### src/source/isa_pkg.sv
`default_nettype none

package isa_pkg;

  localparam int XLEN      = 32;
  localparam int NUM_REGS  = 32;
  localparam int REG_IDX_W = $clog2(NUM_REGS);
  localparam int IMM_W     = 16; // immediate field of I-type instructions.
  localparam int JADDR_W   = 26; // word index field of J.

  typedef logic [XLEN-1:0]      word_t;
  typedef logic [REG_IDX_W-1:0] reg_idx_t;

  // primary opcodes in instr[31:26].
  typedef enum logic [5:0] {
    R_TYPE = 6'h00,
    J      = 6'h02,
    BEQ    = 6'h04,
    ADDI   = 6'h08,
    LW     = 6'h23,
    SW     = 6'h2b
  } opcode_e;

  // function codes in instr[5:0] when the opcode is R_TYPE.
  typedef enum logic [5:0] {
    ADD = 6'h20,
    SUB = 6'h22,
    AND = 6'h24,
    OR  = 6'h25,
    SLT = 6'h2a
  } funct_e;

endpackage

`default_nettype wire

### src/source/pipe_pkg.sv
`default_nettype none

package pipe_pkg;
  import isa_pkg::*;

  typedef enum logic [2:0] {
    ALU_ADD,
    ALU_SUB,
    ALU_AND,
    ALU_OR,
    ALU_SLT
  } alu_op_e;

  typedef enum logic [1:0] {
    FWD_NONE,
    FWD_MEM,
    FWD_WB
  } fwd_sel_e;

  typedef struct packed {
    word_t pc;
    word_t instr;
  } if_id_t;

  typedef struct packed {
    word_t    pc;
    reg_idx_t rs;
    reg_idx_t rt;
    reg_idx_t dest;
    word_t    rs_val;
    word_t    rt_val;
    word_t    imm;
    alu_op_e  alu_op;
    logic     alu_src_imm;
    logic     mem_read;
    logic     mem_write;
    logic     reg_write;
    logic     is_branch;
    logic     is_jump;
    word_t    jump_target;
  } id_ex_t;

  typedef struct packed {
    word_t    alu_result;
    word_t    store_data;
    reg_idx_t dest;
    logic     mem_read;
    logic     mem_write;
    logic     reg_write;
  } ex_mem_t;

  typedef struct packed {
    word_t    result;
    reg_idx_t dest;
    logic     reg_write;
  } mem_wb_t;

endpackage

`default_nettype wire

### src/source/hazard_if.sv
`timescale 1ns/1ns
`default_nettype none

interface hazard_if
  import isa_pkg::*, pipe_pkg::*;
();

  logic     stall_f;
  logic     stall_d;
  logic     flush_d;
  logic     flush_e;
  fwd_sel_e fwd_a;
  fwd_sel_e fwd_b;
  logic     redirect;
  reg_idx_t d_rs;
  reg_idx_t d_rt;
  reg_idx_t e_dest;     // destination of the instruction now in EX.
  logic     e_mem_read; // set when that instruction is a valid load.

  modport hazard_mp (
    input  d_rs, d_rt, e_dest, e_mem_read, redirect,
    output stall_f, stall_d, flush_d, flush_e, fwd_a, fwd_b
  );

  modport fetch_mp (input stall_f, redirect);

  modport decode_mp (output d_rs, d_rt);

  modport execute_mp (input fwd_a, fwd_b, output redirect);

endinterface

`default_nettype wire

### src/source/core_top.sv
`timescale 1ns/1ns
`default_nettype none

module core_top
  import isa_pkg::*, pipe_pkg::*;
#(
  parameter word_t RESET_PC = 32'h0000_0000
) (
  input  logic     clk,
  input  logic     arst_n,
  output word_t    imem_addr,
  input  word_t    imem_rdata,
  output word_t    dmem_addr,
  output word_t    dmem_wdata,
  output logic     dmem_we,
  input  word_t    dmem_rdata,
  output logic     wb_valid,
  output reg_idx_t wb_dest,
  output word_t    wb_data
);

  hazard_if hz ();

  word_t   f_pc;
  word_t   target;
  if_id_t  if_id_d;
  if_id_t  if_id_q;
  logic    if_id_valid;
  id_ex_t  id_ex_d;
  id_ex_t  id_ex_q;
  logic    id_ex_valid;
  ex_mem_t ex_mem_d;
  ex_mem_t ex_mem_q;
  logic    ex_mem_valid;
  mem_wb_t mem_wb_d;
  mem_wb_t mem_wb_q;
  logic    mem_wb_valid;

  assign if_id_d.pc    = f_pc;
  assign if_id_d.instr = imem_rdata;

  // load-use check looks at what currently sits in EX.
  assign hz.e_dest     = id_ex_q.dest;
  assign hz.e_mem_read = id_ex_q.mem_read && id_ex_valid;

  assign mem_wb_d.result    = ex_mem_q.mem_read ? dmem_rdata : ex_mem_q.alu_result;
  assign mem_wb_d.dest      = ex_mem_q.dest;
  assign mem_wb_d.reg_write = ex_mem_q.reg_write;

  assign dmem_addr  = ex_mem_q.alu_result;
  assign dmem_wdata = ex_mem_q.store_data;
  assign dmem_we    = ex_mem_q.mem_write && ex_mem_valid;

  assign wb_valid = mem_wb_valid && mem_wb_q.reg_write && mem_wb_q.dest != '0;
  assign wb_dest  = mem_wb_q.dest;
  assign wb_data  = mem_wb_q.result;

  fetch_stage #(.RESET_PC(RESET_PC)) u_fetch (
    .clk(clk), .arst_n(arst_n), .hz(hz), .target(target),
    .imem_addr(imem_addr), .f_pc(f_pc)
  );

  pipe_stage_reg #(.payload_t(if_id_t)) u_if_id (
    .clk(clk), .arst_n(arst_n), .stall(hz.stall_d), .flush(hz.flush_d),
    .d(if_id_d), .d_valid(1'b1), .q(if_id_q), .q_valid(if_id_valid)
  );

  decode_stage u_decode (
    .clk(clk), .arst_n(arst_n), .hz(hz), .in_id(if_id_q),
    .wb(mem_wb_q), .wb_valid_in(wb_valid), .out_ex(id_ex_d)
  );

  pipe_stage_reg #(.payload_t(id_ex_t)) u_id_ex (
    .clk(clk), .arst_n(arst_n), .stall(1'b0), .flush(hz.flush_e),
    .d(id_ex_d), .d_valid(if_id_valid), .q(id_ex_q), .q_valid(id_ex_valid)
  );

  execute_stage u_execute (
    .hz(hz), .in_ex(id_ex_q), .in_valid(id_ex_valid),
    .mem_fwd(ex_mem_q.alu_result), .wb_fwd(mem_wb_q.result),
    .out_mem(ex_mem_d), .target(target)
  );

  hazard_unit u_hazard (
    .hz(hz), .ex_rs(id_ex_q.rs), .ex_rt(id_ex_q.rt),
    .mem_dest(ex_mem_q.dest), .wb_dest(mem_wb_q.dest),
    .mem_reg_write(ex_mem_q.reg_write && ex_mem_valid), .wb_reg_write(wb_valid)
  );

  pipe_stage_reg #(.payload_t(ex_mem_t)) u_ex_mem (
    .clk(clk), .arst_n(arst_n), .stall(1'b0), .flush(1'b0),
    .d(ex_mem_d), .d_valid(id_ex_valid), .q(ex_mem_q), .q_valid(ex_mem_valid)
  );

  pipe_stage_reg #(.payload_t(mem_wb_t)) u_mem_wb (
    .clk(clk), .arst_n(arst_n), .stall(1'b0), .flush(1'b0),
    .d(mem_wb_d), .d_valid(ex_mem_valid), .q(mem_wb_q), .q_valid(mem_wb_valid)
  );

endmodule

`default_nettype wire

### src/source/decode_stage.sv
`timescale 1ns/1ns
`default_nettype none

module decode_stage
  import isa_pkg::*, pipe_pkg::*;
(
  input  logic    clk,
  input  logic    arst_n,
  hazard_if.decode_mp hz,
  input  if_id_t  in_id,
  input  mem_wb_t wb,
  input  logic    wb_valid_in,
  output id_ex_t  out_ex
);

  word_t    regs [NUM_REGS];
  opcode_e  opcode;
  funct_e   funct;
  reg_idx_t rs;
  reg_idx_t rt;
  reg_idx_t rd;
  word_t    pc_plus4;

  function automatic word_t rf_read(input reg_idx_t idx);
    if (idx == '0) begin
      return '0;
    end
    if (wb_valid_in && wb.dest == idx) begin
      return wb.result; // same-cycle write is seen by the read.
    end
    return regs[idx];
  endfunction

  assign opcode   = opcode_e'(in_id.instr[31:26]);
  assign funct    = funct_e'(in_id.instr[5:0]);
  assign rs       = in_id.instr[25:21];
  assign rt       = in_id.instr[20:16];
  assign rd       = in_id.instr[15:11];
  assign pc_plus4 = in_id.pc + 32'd4;
  assign hz.d_rs  = rs;
  assign hz.d_rt  = rt;

  always_comb begin
    out_ex             = '0;
    out_ex.pc          = in_id.pc;
    out_ex.rs          = rs;
    out_ex.rt          = rt;
    out_ex.rs_val      = rf_read(rs);
    out_ex.rt_val      = rf_read(rt);
    out_ex.imm         = {{(XLEN-IMM_W){in_id.instr[IMM_W-1]}}, in_id.instr[IMM_W-1:0]};
    out_ex.jump_target = {pc_plus4[XLEN-1:JADDR_W+2], in_id.instr[JADDR_W-1:0], 2'b00};
    out_ex.alu_op      = ALU_ADD;
    out_ex.dest        = rt;
    case (opcode)
      R_TYPE: begin
        out_ex.dest      = rd;
        out_ex.reg_write = 1'b1;
        case (funct)
          ADD:     out_ex.alu_op = ALU_ADD;
          SUB:     out_ex.alu_op = ALU_SUB;
          AND:     out_ex.alu_op = ALU_AND;
          OR:      out_ex.alu_op = ALU_OR;
          SLT:     out_ex.alu_op = ALU_SLT;
          default: out_ex.reg_write = 1'b0; // unsupported function retires as a no-op.
        endcase
      end
      ADDI: begin
        out_ex.alu_src_imm = 1'b1;
        out_ex.reg_write   = 1'b1;
      end
      LW: begin
        out_ex.alu_src_imm = 1'b1;
        out_ex.mem_read    = 1'b1;
        out_ex.reg_write   = 1'b1;
      end
      SW: begin
        out_ex.alu_src_imm = 1'b1;
        out_ex.mem_write   = 1'b1;
      end
      BEQ:     out_ex.is_branch = 1'b1;
      J:       out_ex.is_jump   = 1'b1;
      default: out_ex.dest      = '0;
    endcase
  end

  always_ff @(posedge clk) begin
    if (wb_valid_in) begin
      regs[wb.dest] <= wb.result;
    end
  end

  // write-back strips r0 destinations before the register file sees them.
  a_no_r0_write: assert property (@(posedge clk) disable iff (!arst_n)
    wb_valid_in |-> wb.dest != '0);

endmodule

`default_nettype wire

### src/source/execute_stage.sv
`timescale 1ns/1ns
`default_nettype none

module execute_stage
  import isa_pkg::*, pipe_pkg::*;
(
  hazard_if.execute_mp hz,
  input  id_ex_t  in_ex,
  input  logic    in_valid,
  input  word_t   mem_fwd,
  input  word_t   wb_fwd,
  output ex_mem_t out_mem,
  output word_t   target
);

  word_t op_a;
  word_t rt_fwd;
  word_t op_b;
  word_t alu_result;
  word_t branch_target;
  logic  taken;

  function automatic word_t fwd_mux(input fwd_sel_e sel, input word_t reg_val,
                                    input word_t mem_val, input word_t wb_val);
    case (sel)
      FWD_MEM: return mem_val;
      FWD_WB:  return wb_val;
      default: return reg_val;
    endcase
  endfunction

  assign op_a   = fwd_mux(hz.fwd_a, in_ex.rs_val, mem_fwd, wb_fwd);
  assign rt_fwd = fwd_mux(hz.fwd_b, in_ex.rt_val, mem_fwd, wb_fwd);
  assign op_b   = in_ex.alu_src_imm ? in_ex.imm : rt_fwd;

  always_comb begin
    case (in_ex.alu_op)
      ALU_SUB: alu_result = op_a - op_b;
      ALU_AND: alu_result = op_a & op_b;
      ALU_OR:  alu_result = op_a | op_b;
      ALU_SLT: alu_result = ($signed(op_a) < $signed(op_b)) ? 32'd1 : 32'd0;
      default: alu_result = op_a + op_b;
    endcase
  end

  // offset counts words from the instruction after the branch.
  assign branch_target = in_ex.pc + 32'd4 + {in_ex.imm[XLEN-3:0], 2'b00};
  assign taken         = in_ex.is_jump || (in_ex.is_branch && op_a == rt_fwd);
  assign hz.redirect   = in_valid && taken;
  assign target        = in_ex.is_jump ? in_ex.jump_target : branch_target;

  always_comb begin
    out_mem.alu_result = alu_result;
    out_mem.store_data = rt_fwd;
    out_mem.dest       = in_ex.dest;
    out_mem.mem_read   = in_ex.mem_read;
    out_mem.mem_write  = in_ex.mem_write;
    out_mem.reg_write  = in_ex.reg_write;
  end

endmodule

`default_nettype wire

### src/source/fetch_stage.sv
`timescale 1ns/1ns
`default_nettype none

module fetch_stage
  import isa_pkg::*;
#(
  parameter word_t RESET_PC = 32'h0000_0000
) (
  input  logic   clk,
  input  logic   arst_n,
  hazard_if.fetch_mp hz,
  input  word_t  target,
  output word_t  imem_addr,
  output word_t  f_pc
);

  word_t pc;
  word_t pc_next;

  always_comb begin
    if (hz.redirect) begin
      pc_next = target; // a taken branch or jump wins over a load-use hold.
    end else if (hz.stall_f) begin
      pc_next = pc;
    end else begin
      pc_next = pc + 32'd4;
    end
  end

  always_ff @(posedge clk or negedge arst_n) begin
    if (!arst_n) begin
      pc <= RESET_PC;
    end else begin
      pc <= pc_next;
    end
  end

  assign imem_addr = pc;
  assign f_pc      = pc;

endmodule

`default_nettype wire

### src/source/hazard_unit.sv
`timescale 1ns/1ns
`default_nettype none

module hazard_unit
  import isa_pkg::*, pipe_pkg::*;
(
  hazard_if.hazard_mp hz,
  input  reg_idx_t ex_rs,
  input  reg_idx_t ex_rt,
  input  reg_idx_t mem_dest,
  input  reg_idx_t wb_dest,
  input  logic     mem_reg_write,
  input  logic     wb_reg_write
);

  logic load_use;

  function automatic fwd_sel_e fwd_pick(input reg_idx_t src);
    if (src == '0) begin
      return FWD_NONE; // r0 is constant, nothing to forward.
    end
    if (mem_reg_write && mem_dest == src) begin
      return FWD_MEM; // the younger result wins.
    end
    if (wb_reg_write && wb_dest == src) begin
      return FWD_WB;
    end
    return FWD_NONE;
  endfunction

  // a load in EX cannot feed the instruction behind it in time.
  assign load_use = hz.e_mem_read && hz.e_dest != '0 &&
                    (hz.e_dest == hz.d_rs || hz.e_dest == hz.d_rt);

  assign hz.stall_f = load_use;
  assign hz.stall_d = load_use;
  assign hz.flush_d = hz.redirect;
  assign hz.flush_e = load_use || hz.redirect;

  always_comb begin
    hz.fwd_a = fwd_pick(ex_rs);
    hz.fwd_b = fwd_pick(ex_rt);
  end

endmodule

`default_nettype wire

### src/source/pipe_stage_reg.sv
`timescale 1ns/1ns
`default_nettype none

module pipe_stage_reg #(
  parameter type payload_t = logic
) (
  input  logic     clk,
  input  logic     arst_n,
  input  logic     stall,
  input  logic     flush,
  input  payload_t d,
  input  logic     d_valid,
  output payload_t q,
  output logic     q_valid
);

  logic capture;

  assign capture = !stall && !flush;

  always_ff @(posedge clk) begin
    if (capture) begin
      q <= d; // a bubble keeps stale payload, the valid bit marks it dead.
    end
  end

  always_ff @(posedge clk or negedge arst_n) begin
    if (!arst_n) begin
      q_valid <= 1'b0;
    end else if (flush) begin
      q_valid <= 1'b0;
    end else if (!stall) begin
      q_valid <= d_valid;
    end
  end

  // the hazard unit only holds and squashes a stage at once when it carries a live instruction.
  a_no_idle_hold_flush: assert property (@(posedge clk) disable iff (!arst_n)
    !(stall && flush && !q_valid));

endmodule

`default_nettype wire
### config.mk
export PLATFORM = sky130hd
export DESIGN_NAME = core_top
export DESIGN_NICKNAME = d
export VERILOG_FILES = /design/src/source/isa_pkg.sv /design/src/source/pipe_pkg.sv /design/src/source/hazard_if.sv /design/src/source/core_top.sv /design/src/source/decode_stage.sv /design/src/source/execute_stage.sv /design/src/source/fetch_stage.sv /design/src/source/hazard_unit.sv /design/src/source/pipe_stage_reg.sv
export SDC_FILE = /design/constraint.sdc
export NUM_CORES = 2
export LEC_CHECK = 0
export BUFFER_PORTS_ARGS = -buffer_cell sky130_fd_sc_hd__buf_2
export CAP_MARGIN = 40
export CORE_MARGIN = 8
export CORE_UTILIZATION = 45
export CTS_CLUSTER_DIAMETER = 150
export DETAILED_ROUTE_END_ITERATION = 7
export PLACE_DENSITY = 0.68
export SYNTH_ARGS = -nofsm -noshare
export SYNTH_HDL_FRONTEND = slang
export SYNTH_SLANG_ARGS = --single-unit
### constraint.sdc
create_clock -name clk -period 21.4 [get_ports clk]
set_input_delay 1.07 -clock clk [delete_from_list [all_inputs] [get_ports clk]]
set_output_delay 1.07 -clock clk [all_outputs]
set_load 0.005 [all_outputs]
==> results.ini <==
[cts]
clock-sinks = 1384
hold_buffers = 0
clock_path_buffers = 3
cts_resized = 0
htree_levels = 4
clock_latency_ns = 0.80
cts_tree = built
post_cts_buffers = 0
path_clk_slew_ns = 0.07
root_buffer = clkbuf_16
cts_buffers = 145

[place]
dpl.hpwl_um = 122000
dp_cells = 6214
port_buffers = 200
post-place-ws_ns = 14.25
gp_congestion = 0.933

[route]
drt-initial-drc-count = 5020
num_vias = 41300
drtAntennaViolNets = 0
via_per_inst = 6.37
post-route-drc-count = 0
wire_per_inst_um = 30.5
dr.pass1.iters = 8
wl_um = 198000

[synth]
synth_mux_area_frac = 0.229
ys_seq_area_frac = 0.585
async_reset_ff_frac = 0.0260
synthCells = 4194
synth_compound_area_frac = 0.0643
synthXorXnorAreaFrac = 0.0162
ys_ff_latch = 1384
synth_edf_count = 1228
yosysUniqueCellTypes = 88
ys.flop_type = edfxtp_1
synth_fa_ha_area_frac = 0.0297
synth_simple_gate_area_frac = 0.0391
ys_warn_count = 0
postSynthAreaPerCell_um2 = 16.4
synth_top_area_frac = 0.537
synth_area_um2 = 68600
synth_top_family_by_area = multiplexers
yosys.area.top_type = edfxtp_1
netlist_top_cells_area = edfxtp_1, mux4_2, dfxtp_1, ha_1, nor2_1

[power_and_ir_drop]
ir_worst_vdd_mv = 0.0908
p_total_mw = 11.3
cellLeakagePower_nw = 26.3
p_per_area_nw_per_um2 = 148

[status]
status = finished, final reports clean

[sta]
skew_ns = 0.0328
setup_viol = 0
final-max-slew-violation-count = 0
hold_viol_final = 0
rsz0062_at_grt = false
setup_tns_ns = 0
finalCritPeriodShare = 0.336
worst_slew_pin_slew_ns = 0.978
fin_ws_ns = 14.21
maxSlewHeadroom = 0.348
fmax_mhz = 139
min_period_ns = 7.19

[worst_setup_path]
slowest_stage = or3_1
endpoint_kind = register
cpPeakStageDelay_ns = 0.60
critPathKind = reg2reg
path_cells = or3_1 > o311ai_1 > clkinv_1 > nand2_1 > or3_1 > ha_1 > buf_4 > inv_2 > o21ai_0 > o21ai_0 > ha_1 > inv_1 > fa_1 > nor2b_1 > o21bai_1 > a21bo_2 > a211oi_1 > o21ai_0 > o31ai_1 > mux2_2 > a22oi_1 > o21ai_0
worstPathMaxFanout = 41
cpMostUsedCell = o21ai_0
start_kind = register
crit_required_ns = 22.08
worstPathArrival_ns = 7.86

[global_route]
grt_max_degree = 133
grt_usage = 0.235
grt_pass1_vias = 41000
antenna_found_initial = 7
grt.overflow.total = 0
grt_pass1_wl_um = 285000

[die]
die_h_um = 407
row_count = 143
start_util = 0.452
io_pins = 201
coreArea_um2 = 152000
die_w_um = 407
die_area_um2 = 165000

[finish]
nFillCells = 12400
finalNetCount = 4559
syn2layout_area_growth_pct = 11.7
fin_util = 0.505
instances_no_fill = 6476
drive_above_1_share = 0.293

[min_path]
hold_path_class = in2async

[run]
drv_cap = 0

-- cell usage after synthesis, types with 18 or more instances --
cell      number
dfxtp_1      120
mux2i_1       75
a211oi_1      80
dfrtp_1       36
edfxtp_1    1228
a221o_1       62
nand3_1       30
nor3_1        24
clkbuf_1     164
nand4_1       32
nor2_1       254
a21oi_1      118
xor2_1        54
mux4_2       640
buf_1         61
nand2_1      138
ha_1         158
o21ai_0      152
o21a_1        27
mux2_2        39
inv_1        161
buf_2         32
buf_4        107
xnor2_1       73
o22ai_1       20
o221ai_1      18
-- cell type report --
type	instances	area (µm²)	area share
Antenna cell	3	7.51	0.0000979
Inverter	164	623	0.00813
Sequential cell	1384	40200	0.525
Multi-Input combinational cell	2307	26400	0.344
Clock buffer	176	3860	0.0503
Tap cell	2030	2540	0.0331
Clock inverter	82	754	0.00984
Timing Repair Buffer	330	2310	0.0301
-- layout by cell type, fill, tap and decap left out, drive strengths merged, types with 119 or more instances in the layout --
| master | netlist | layout |
|---|---|---|
| nor2 | 254 | 254 |
| edfxtp | 1228 | 1228 |
| buf | 205 | 329 |
| a21oi | 119 | 119 |
| mux4 | 640 | 640 |
| nand2 | 138 | 138 |
| o21ai | 158 | 158 |
| dfxtp | 120 | 120 |
| ha | 158 | 158 |
| clkbuf | 165 | 177 |
| inv | 162 | 175 |
-- through the flow --
stage / hold slack [ns] / cell area [µm²]
detailed placement: 0.348 / 72000
CTS: 0.191 / 76600
floorplan: 0.323 / 68800
global placement: 0.326 / 71600
finish: 0.249 / 76700
global route: 0.257 / 76700
-- logic make-up after synthesis --
kind of cell / Yosys count
flops: 1384
mux: 762
compound gates: 639
simple gates: 586
buf+inv: 534
fa+ha+maj: 161
xor+xnor: 127
other cells: 1
-- metal layers --
| metal | routed length, µm | GRT usage | part of all wire |
|---|---|---|---|
| met1 | 75700 | 0.311 | 0.38 |
| met4 | 8050 | 0.0882 | 0.041 |
| met2 | 95800 | 0.387 | 0.48 |
| met5 | 14 | 0 | 0.000071 |
| met3 | 18200 | 0.0463 | 0.092 |
-- worst paths after layout --
path | start | to | slack (ns) | cells after the start
worst min register to register | u_ex_mem.q[0]$_DFF_P_ | u_mem_wb.q[0]$_DFF_P_ | 0.35 | 0
min in group clk | u_ex_mem.q[0]$_DFF_P_ | u_mem_wb.q[0]$_DFF_P_ | 0.35 | 0
worst min-delay path | arst_n | u_fetch.f_pc[12]$_DFFE_PN0P_ | 0.25 | 1
max in group asynchronous | arst_n | u_fetch.f_pc[26]$_DFFE_PN0P_ | 20.63 | 2
worst max-delay path | u_mem_wb.q[3]$_DFF_P_ | u_ex_mem.q[66]$_DFF_P_ | 14.21 | 22
worst max register to register | u_mem_wb.q[3]$_DFF_P_ | u_ex_mem.q[66]$_DFF_P_ | 14.21 | 22
-- worst max-delay path: cells and delay by family (launching register included) --
| family | cells | cell delay (ns) |
|---|---|---|
| AOI/OAI and AO/OA | 10 | 3.07 |
| adders and majority gates | 3 | 1.02 |
| buffers and inverters | 4 | 1.04 |
| DFF | 1 | 0.48 |
| muxes | 1 | 0.38 |
| and+or+nand+nor | 4 | 1.06 |
-- where the power goes --
part / internal, mW / total (mW) / leakage (nW) / switching [mW]
logic: 1.90 / 4.75 / 11.2 / 2.85
clock network: 1.41 / 2.48 / 2.27 / 1.07
registers: 3.69 / 4.10 / 12.8 / 0.407
total: 7.00 / 11.3 / 26.3 / 4.33
-- flip-flops by register name, indices dropped and copies added, names as in the netlist, named ones only --
name / cells
u_decode.regs: 1024
u_id_ex.q_valid: 1
u_if_id.q: 64
u_ex_mem.q: 72
u_mem_wb.q: 38
u_ex_mem.q_valid: 1
u_id_ex.q: 140
u_mem_wb.q_valid: 1
u_fetch.f_pc: 32
u_if_id.q_valid: 1
Note: power is estimated with default switching activity, not from simulation.
